## src/tag_dir_pkg.sv

```systemverilog
package tag_dir_pkg;

    // directory geometry
    localparam int LIST_DEPTH = 4;
    localparam int INDEX_W    = 4;
    localparam int TAG_W      = 2;

    // line number inside the directory
    typedef logic [TAG_W-1:0]   tag_t;
    // tracked address index
    typedef logic [INDEX_W-1:0] index_t;
    // list length, needs to reach LIST_DEPTH
    typedef logic [TAG_W:0]     count_t;

    typedef enum logic [2:0] {
        CMD_READ    = 3'd0,
        CMD_WRITE   = 3'd1,
        CMD_ALLOC   = 3'd2,
        CMD_FILL    = 3'd3,
        CMD_RELEASE = 3'd4
    } cmd_e;

    typedef enum logic [1:0] {
        ST_INVALID = 2'd0,
        ST_FETCH   = 2'd1,
        ST_VALID   = 2'd2,
        ST_DIRTY   = 2'd3
    } line_state_e;

endpackage

```

## src/tag_match.sv

```systemverilog
`timescale 1ns/1ps

module tag_match (
    input  tag_dir_pkg::index_t      index,
    input  tag_dir_pkg::line_state_e line_status [tag_dir_pkg::LIST_DEPTH],
    input  tag_dir_pkg::index_t      line_index  [tag_dir_pkg::LIST_DEPTH],
    output logic                     match_hit,
    output tag_dir_pkg::tag_t        match_tag
);
    import tag_dir_pkg::*;

    logic [LIST_DEPTH-1:0] line_hit;

    // one comparator per line, invalid lines never match
    always_comb begin
        for (int i = 0; i < LIST_DEPTH; i++) begin
            line_hit[i] = (line_status[i] != ST_INVALID) && (line_index[i] == index);
        end
    end

    // highest matching line wins
    always_comb begin
        match_tag = '0;
        for (int i = 0; i < LIST_DEPTH; i++) begin
            if (line_hit[i]) begin
                match_tag = tag_t'(i);
            end
        end
    end

    assign match_hit = |line_hit;

endmodule

```

## src/line_state.sv

```systemverilog
`timescale 1ns/1ps

module line_state (
    input  logic                     clk,
    input  logic                     rst_n,
    input  logic                     set_state,
    input  tag_dir_pkg::tag_t        set_tag,
    input  tag_dir_pkg::line_state_e set_status,
    input  tag_dir_pkg::index_t      set_index,
    output tag_dir_pkg::line_state_e line_status [tag_dir_pkg::LIST_DEPTH],
    output tag_dir_pkg::index_t      line_index  [tag_dir_pkg::LIST_DEPTH]
);
    import tag_dir_pkg::*;

    line_state_e status_q [LIST_DEPTH];
    index_t      index_q  [LIST_DEPTH];
    logic [LIST_DEPTH-1:0] wr_en;

    // decode the written line
    always_comb begin
        for (int i = 0; i < LIST_DEPTH; i++) begin
            wr_en[i] = set_state && (set_tag == tag_t'(i));
        end
    end

    always_ff @(posedge clk or negedge rst_n) begin
        if (!rst_n) begin
            for (int i = 0; i < LIST_DEPTH; i++) begin
                status_q[i] <= ST_INVALID;
            end
        end else begin
            for (int i = 0; i < LIST_DEPTH; i++) begin
                if (wr_en[i]) begin
                    status_q[i] <= set_status;
                end
            end
        end
    end

    // index must read 0 on a free line
    always_ff @(posedge clk or negedge rst_n) begin
        if (!rst_n) begin
            for (int i = 0; i < LIST_DEPTH; i++) begin
                index_q[i] <= '0;
            end
        end else begin
            for (int i = 0; i < LIST_DEPTH; i++) begin
                if (wr_en[i]) begin
                    index_q[i] <= set_index;
                end
            end
        end
    end

    assign line_status = status_q;
    assign line_index  = index_q;

endmodule

```

## src/lru_order.sv

```systemverilog
`timescale 1ns/1ps

module lru_order (
    input  logic              clk,
    input  logic              rst_n,
    input  logic              touch,
    input  tag_dir_pkg::tag_t touch_tag,
    input  logic              take,
    input  tag_dir_pkg::tag_t take_tag,
    input  logic              take_from_free,
    input  logic              drop,
    input  tag_dir_pkg::tag_t drop_tag,
    output tag_dir_pkg::tag_t lru_tail,
    output tag_dir_pkg::tag_t free_tail,
    output logic              free_empty
);
    import tag_dir_pkg::*;

    // pointer table shared by both lists
    tag_t   pre_q [LIST_DEPTH];
    tag_t   nxt_q [LIST_DEPTH];
    tag_t   pre_d [LIST_DEPTH];
    tag_t   nxt_d [LIST_DEPTH];

    // slot 0 is the lru list, slot 1 the free list
    tag_t   head_q [2];
    tag_t   tail_q [2];
    count_t len_q  [2];
    tag_t   head_d [2];
    tag_t   tail_d [2];
    count_t len_d  [2];

    logic   move;
    tag_t   mv_tag;
    logic   src;
    logic   dst;

    // every strobe is an unlink from src followed by a head insert into dst
    always_comb begin
        move   = touch | take | drop;
        mv_tag = touch_tag;
        src    = 1'b0;
        dst    = 1'b0;
        if (take) begin
            mv_tag = take_tag;
            src    = take_from_free;
        end else if (drop) begin
            mv_tag = drop_tag;
            dst    = 1'b1;
        end
    end

    always_comb begin
        pre_d  = pre_q;
        nxt_d  = nxt_q;
        head_d = head_q;
        tail_d = tail_q;
        len_d  = len_q;
        if (move) begin
            // single element needs no pointer fixup
            if (len_d[src] != count_t'(1)) begin
                if (mv_tag == head_d[src]) begin
                    head_d[src] = nxt_d[mv_tag];
                end else if (mv_tag == tail_d[src]) begin
                    tail_d[src] = pre_d[mv_tag];
                end else begin
                    nxt_d[pre_d[mv_tag]] = nxt_d[mv_tag];
                    pre_d[nxt_d[mv_tag]] = pre_d[mv_tag];
                end
            end
            len_d[src] = len_d[src] - count_t'(1);

            if (len_d[dst] == '0) begin
                tail_d[dst] = mv_tag;
            end else begin
                nxt_d[mv_tag]      = head_d[dst];
                pre_d[head_d[dst]] = mv_tag;
            end
            head_d[dst] = mv_tag;
            len_d[dst]  = len_d[dst] + count_t'(1);
        end
    end

    always_ff @(posedge clk or negedge rst_n) begin
        if (!rst_n) begin
            // free list 0..N-1 as a ring, tail at the top line
            for (int i = 0; i < LIST_DEPTH; i++) begin
                pre_q[i] <= tag_t'(i - 1);
                nxt_q[i] <= tag_t'(i + 1);
            end
            head_q[0] <= '0;
            tail_q[0] <= '0;
            len_q[0]  <= '0;
            head_q[1] <= '0;
            tail_q[1] <= tag_t'(LIST_DEPTH - 1);
            len_q[1]  <= count_t'(LIST_DEPTH);
        end else begin
            pre_q  <= pre_d;
            nxt_q  <= nxt_d;
            head_q <= head_d;
            tail_q <= tail_d;
            len_q  <= len_d;
        end
    end

    assign lru_tail   = tail_q[0];
    assign free_tail  = tail_q[1];
    assign free_empty = (len_q[1] == '0);

endmodule

```

## src/access_ctrl.sv

```systemverilog
`timescale 1ns/1ps

module access_ctrl (
    input  logic                     req,
    input  tag_dir_pkg::cmd_e        cmd,
    input  tag_dir_pkg::index_t      index,
    input  tag_dir_pkg::tag_t        tag,
    input  logic                     match_hit,
    input  tag_dir_pkg::tag_t        match_tag,
    input  tag_dir_pkg::line_state_e line_status [tag_dir_pkg::LIST_DEPTH],
    input  tag_dir_pkg::index_t      line_index  [tag_dir_pkg::LIST_DEPTH],
    input  tag_dir_pkg::tag_t        lru_tail,
    input  tag_dir_pkg::tag_t        free_tail,
    input  logic                     free_empty,
    output logic                     gnt,
    output logic                     hit,
    output tag_dir_pkg::tag_t        resp_tag,
    output tag_dir_pkg::line_state_e resp_status,
    output tag_dir_pkg::index_t      resp_index,
    output logic                     touch,
    output tag_dir_pkg::tag_t        touch_tag,
    output logic                     take,
    output tag_dir_pkg::tag_t        take_tag,
    output logic                     take_from_free,
    output logic                     drop,
    output tag_dir_pkg::tag_t        drop_tag,
    output logic                     set_state,
    output tag_dir_pkg::tag_t        set_tag,
    output tag_dir_pkg::line_state_e set_status,
    output tag_dir_pkg::index_t      set_index
);
    import tag_dir_pkg::*;

    logic acc;
    logic is_lookup;
    logic is_alloc;
    tag_t victim;

    assign is_lookup = (cmd == CMD_READ) || (cmd == CMD_WRITE);
    assign is_alloc  = (cmd == CMD_ALLOC);
    assign victim    = free_empty ? lru_tail : free_tail;

    // an lru victim still fetching cannot be evicted
    assign gnt = !(is_alloc && free_empty && (line_status[lru_tail] == ST_FETCH));
    assign acc = req && gnt;
    assign hit = acc && is_lookup && match_hit;

    // report the line as it was before this access
    always_comb begin
        resp_tag    = '0;
        resp_status = ST_INVALID;
        resp_index  = '0;
        if (hit) begin
            resp_tag    = match_tag;
            resp_status = line_status[match_tag];
            resp_index  = line_index[match_tag];
        end else if (acc && is_alloc) begin
            resp_tag    = victim;
            resp_status = line_status[victim];
            resp_index  = line_index[victim];
        end
    end

    assign touch          = hit;
    assign touch_tag      = match_tag;
    assign take           = acc && is_alloc;
    assign take_tag       = victim;
    assign take_from_free = !free_empty;
    assign drop           = acc && (cmd == CMD_RELEASE) && (line_status[tag] != ST_INVALID);
    assign drop_tag       = tag;

    always_comb begin
        set_state  = 1'b0;
        set_tag    = tag;
        set_status = ST_INVALID;
        set_index  = '0;
        if (acc) begin
            case (cmd)
                CMD_WRITE: begin
                    set_state  = match_hit && (line_status[match_tag] == ST_VALID);
                    set_tag    = match_tag;
                    set_status = ST_DIRTY;
                    set_index  = line_index[match_tag];
                end
                CMD_ALLOC: begin
                    set_state  = 1'b1;
                    set_tag    = victim;
                    set_status = ST_FETCH;
                    set_index  = index;
                end
                CMD_FILL: begin
                    set_state  = (line_status[tag] == ST_FETCH);
                    set_status = ST_VALID;
                    set_index  = line_index[tag];
                end
                CMD_RELEASE: begin
                    // index goes back to 0 with the invalid state
                    set_state  = (line_status[tag] != ST_INVALID);
                end
                default: begin
                    set_state = 1'b0;
                end
            endcase
        end
    end

endmodule

```

## src/tag_dir_top.sv

```systemverilog
`timescale 1ns/1ps

module tag_dir_top (
    input  logic                     clk,
    input  logic                     rst_n,
    input  logic                     req,
    input  tag_dir_pkg::cmd_e        cmd,
    input  tag_dir_pkg::index_t      index,
    input  tag_dir_pkg::tag_t        tag,
    output logic                     gnt,
    output logic                     hit,
    output tag_dir_pkg::tag_t        resp_tag,
    output tag_dir_pkg::line_state_e resp_status,
    output tag_dir_pkg::index_t      resp_index
);
    import tag_dir_pkg::*;

    logic        match_hit;
    tag_t        match_tag;
    line_state_e line_status [LIST_DEPTH];
    index_t      line_index  [LIST_DEPTH];
    tag_t        lru_tail;
    tag_t        free_tail;
    logic        free_empty;

    // update strobes from the controller
    logic        touch;
    tag_t        touch_tag;
    logic        take;
    tag_t        take_tag;
    logic        take_from_free;
    logic        drop;
    tag_t        drop_tag;
    logic        set_state;
    tag_t        set_tag;
    line_state_e set_status;
    index_t      set_index;

    tag_match u_tag_match (
        .index       (index),
        .line_status (line_status),
        .line_index  (line_index),
        .match_hit   (match_hit),
        .match_tag   (match_tag)
    );

    line_state u_line_state (
        .clk         (clk),
        .rst_n       (rst_n),
        .set_state   (set_state),
        .set_tag     (set_tag),
        .set_status  (set_status),
        .set_index   (set_index),
        .line_status (line_status),
        .line_index  (line_index)
    );

    lru_order u_lru_order (
        .clk            (clk),
        .rst_n          (rst_n),
        .touch          (touch),
        .touch_tag      (touch_tag),
        .take           (take),
        .take_tag       (take_tag),
        .take_from_free (take_from_free),
        .drop           (drop),
        .drop_tag       (drop_tag),
        .lru_tail       (lru_tail),
        .free_tail      (free_tail),
        .free_empty     (free_empty)
    );

    access_ctrl u_access_ctrl (
        .req            (req),
        .cmd            (cmd),
        .index          (index),
        .tag            (tag),
        .match_hit      (match_hit),
        .match_tag      (match_tag),
        .line_status    (line_status),
        .line_index     (line_index),
        .lru_tail       (lru_tail),
        .free_tail      (free_tail),
        .free_empty     (free_empty),
        .gnt            (gnt),
        .hit            (hit),
        .resp_tag       (resp_tag),
        .resp_status    (resp_status),
        .resp_index     (resp_index),
        .touch          (touch),
        .touch_tag      (touch_tag),
        .take           (take),
        .take_tag       (take_tag),
        .take_from_free (take_from_free),
        .drop           (drop),
        .drop_tag       (drop_tag),
        .set_state      (set_state),
        .set_tag        (set_tag),
        .set_status     (set_status),
        .set_index      (set_index)
    );

endmodule

```

## config.mk

```make
export PLATFORM = sky130hd
export DESIGN_NAME = tag_dir_top
export DESIGN_NICKNAME = d
export VERILOG_FILES = /design/src/tag_dir_pkg.sv /design/src/tag_match.sv /design/src/line_state.sv /design/src/lru_order.sv /design/src/access_ctrl.sv /design/src/tag_dir_top.sv
export SDC_FILE = /design/constraint.sdc
export NUM_CORES = 1
export LEC_CHECK = 0
export BUFFER_PORTS_ARGS = -buffer_cell sky130_fd_sc_hd__buf_2
export CAP_MARGIN = 30
export CORE_ASPECT_RATIO = 2
export CORE_MARGIN = 8
export CORE_UTILIZATION = 35
export CTS_CLUSTER_SIZE = 30
export DETAILED_ROUTE_END_ITERATION = 8
export GPL_TIMING_DRIVEN = 1
export MAX_ROUTING_LAYER = met4
export SLEW_MARGIN = 25
export SYNTH_ARGS = -nofsm -noshare
export SYNTH_HDL_FRONTEND = slang
export SYNTH_HIERARCHICAL = 1
export SYNTH_SLANG_ARGS = --single-unit
```

## constraint.sdc

```tcl
create_clock -name clk -period 7.4 [get_ports clk]
set_input_delay 1.48 -clock clk [delete_from_list [all_inputs] [get_ports clk]]
set_output_delay 1.48 -clock clk [all_outputs]
set_load 0.02 [all_outputs]
```

==> impl_metrics.env <==
export IMPL_cts_sinks=54
export IMPL_drtIter0Drc=332
export IMPL_synth_edf_count=0
export IMPL_syn_num_nets=473
export IMPL_grt_pass1_vias=3661
export IMPL_worstPathCellList="buf_2 -> xor2_1 -> nor3_1 -> o211ai_1 -> o21ai_2 -> mux4_4 -> a22o_1 -> buf_2"
export IMPL_critical_path_depth=8
export IMPL_ys_warn_count=6
export IMPL_synth_seq_cells=54
export IMPL_synthDistinctLibCells=77
export IMPL_crit_type="in2out"
export IMPL_synthCells=457
export IMPL_max_slew_margin=0.466
export IMPL_r2r_start="u_lru_order/lru_tail[0]$_DFFE_PN0P_"
export IMPL_h_tree_depth=2
export IMPL_finalCriticalPeriod_ns=5.37
export IMPL_clk_path_buf_depth=2
export IMPL_vdd_ir_drop_max_uv=199
export IMPL_dieArea_um2=17100
export IMPL_layout_commonest_cell="dfrtp_1"
export IMPL_critPathLaunchType="input port"
export IMPL_die_h_um=177
export IMPL_placeableCoreArea_um2=12800
export IMPL_synth_main_ff_cell="dfrtp_1"
export IMPL_cp_end_kind="output port"
export IMPL_fin_area_um2=4900
export IMPL_wl_per_cell_um=19.3
export IMPL_cts_setup_buffers=0
export IMPL_hold_buffers=0
export IMPL_synthToLayoutAreaGrowth_pct=7.56
export IMPL_cap_violations=0
export IMPL_finClkSkew_ns=0.00876
export IMPL_fillerInstances=1308
export IMPL_ff2ff_setup_slack_ns=2.91
export IMPL_critPathLaunch="index[2]"
export IMPL_syn_cell_area_um2=4550
export IMPL_cp_required_ns=5.92
export IMPL_finalCritPeriodShare=0.726
export IMPL_min_delay_start="u_lru_order/nxt_q[1]$_DFFE_PN0P_"
export IMPL_grtUsageTotal=0.143
export IMPL_ys_seq_area_frac=0.300
export IMPL_critPathMaxStageDelay_ns=0.74
export IMPL_setup_viol=0
export IMPL_clkTransAtPathRegs_ns=0.06
export IMPL_hp_class="reg2reg"
export IMPL_timing_fmax_mhz=186
export IMPL_final_cell_mix="43 x dfrtp_1, 40 x nor2_1, 37 x nand2_1"
export IMPL_antenna_cells=0
export IMPL_crit_fanout=9
export IMPL_die_width_um=96.6
export IMPL_synth_avg_cell_area_um2=9.96
export IMPL_tritoncts_num_buffers=5
export IMPL_numPortBuffers=21
export IMPL_leakagePower_nw=2.09
export IMPL_dp_hpwl_mm=8.60
export IMPL_grt_pass1_wl_mm=19.7
export IMPL_drive_above_1_share=0.251
export IMPL_core_rowCount=59
export IMPL_root_buffer="clkbuf_16"
export IMPL_maxSlewViolCount=0
export IMPL_seqCellArea_um2=1370
export IMPL_cts_tree="yes"
export IMPL_grt_max_degree=55
export IMPL_grt_overflow_total=0
export IMPL_io_pins=22
export IMPL_rsz0062_at_grt="false"
export IMPL_status="finished, final reports clean"
export IMPL_worst_path_max_delay_cell="mux4_4"
export IMPL_hold_violations=0
export IMPL_layout_cells_non_filler=619
export IMPL_drt_wl_total_mm=12.0
export IMPL_r2r_end="u_lru_order/nxt_q[1]$_DFFE_PN0P_"
export IMPL_path_delay_family="compound AO/OA/AOI/OAI gates"
export IMPL_via_count=3718
export IMPL_antenna_found_initial=0
export IMPL_critPathArrivalTime_ns=3.89
export IMPL_reg2reg_depth=14
export IMPL_antenna_left=0
export IMPL_nets=482
export IMPL_drc_errors=0
export IMPL_crit_path_end="resp_status[0]"
export IMPL_crit_buf_inv=2
export IMPL_multiInputGateArea_um2=2960
export IMPL_drtPass1Iterations=6
export IMPL_tightest_slew_ns=0.779
export IMPL_async_reset_ff_frac=1.00
export IMPL_power_density_nw_per_um2=295
export IMPL_clock_latency_ns=0.29
export IMPL_viasPerCell=6.01
export IMPL_cts_resized=0
export IMPL_initial_core_util=0.354
export IMPL_placedCellCount=611
export IMPL_place_area_um2=4730
export IMPL_gp_congestion=0.897
export IMPL_tns_ns=0
export IMPL_path_common_cell="buf_2"
==> cells by family (layout without fill, tap and decap cells) <==
logic type | after synthesis | after routing | share of synthesized area
AND/OR/NAND/NOR | 154 | 154 | 0.174
AO/OA/AOI/OAI | 100 | 100 | 0.164
multiplexers | 74 | 74 | 0.242
flip-flops | 54 | 54 | 0.300
buffers and inverters | 42 | 52 | 0.0528
XOR/XNOR | 29 | 29 | 0.0558
adder cells (fa/ha/maj) | 4 | 4 | 0.0110
==> synth_stat cells (all sizes together) (13+ instances only) <==
library cell / count / area share
nor2b: 15 / 0.021
dfrtp: 43 / 0.24
clkbuf: 13 / 0.017
mux2: 34 / 0.086
xnor2: 16 / 0.031
nor2: 40 / 0.033
mux2i: 19 / 0.048
inv: 16 / 0.014
nand2: 37 / 0.031
nor3: 13 / 0.014
mux4: 21 / 0.11
a21oi: 23 / 0.025
xor2: 13 / 0.025
==> cell type report <==
type / instances / share of cell area
inverters: 17 / 0.0146
clock buffers: 6 / 0.0263
multi-input cells: 361 / 0.604
well taps: 152 / 0.0388
repair buffers: 27 / 0.0302
flip-flops and latches: 54 / 0.279
clock inverters: 2 / 0.00767
==> state kept, by name, summed over array words and instances (netlist names) <==
| register | count |
|---|---|
| u_lru_order/free_tail | 2 |
| u_lru_order/lru_tail | 2 |
| u_lru_order/pre_q | 8 |
| u_lru_order/nxt_q | 8 |
| u_lru_order/len_q | 6 |
| u_lru_order/head_q | 4 |
| u_line_state/line_index | 16 |
| u_line_state/line_status | 8 |
==> report_power, final <==
part / internal [mW] / switching, mW / total (mW)
registers: 0.388 / 0.0888 / 0.476
clock network: 0.160 / 0.107 / 0.266
logic: 0.307 / 0.395 / 0.702
total: 0.854 / 0.591 / 1.44
==> through the flow <==
step	util	hold WS, ns	setup slack, ns	total power, mW
global placement	0.368	0.474	1.95	1.16
CTS	0.381	0.501	2.01	1.44
floorplan	-	0.455	2.40	1.01
detailed placement	0.368	0.485	1.90	1.17
finish	0.381	0.497	2.03	1.44
global route	0.381	0.510	1.86	1.55
==> routing by layer <==
metal / vias to the layer above / wire [um] / global-route usage
li1: 1739 / - / -
met1: 1829 / 5410 / 0.184
met2: 138 / 5700 / 0.226
met3: 12 / 677 / 0.0231
met4: 0 / 156 / 0.0387
met5: - / 0 / -
==> worst min path at each step <==
stage                                             to  slack (ns)  cells past startpoint
finish              u_lru_order/nxt_q[1]$_DFFE_PN0P_        0.50                      1
global route        u_lru_order/nxt_q[2]$_DFFE_PN1P_        0.51                      1
CTS                 u_lru_order/nxt_q[1]$_DFFE_PN0P_        0.50                      1
detailed placement  u_lru_order/nxt_q[1]$_DFFE_PN0P_        0.49                      1
global placement    u_lru_order/nxt_q[1]$_DFFE_PN0P_        0.47                      1
floorplan           u_lru_order/nxt_q[1]$_DFFE_PN0P_        0.45                      1
Note: power is estimated with default switching activity, not from simulation.
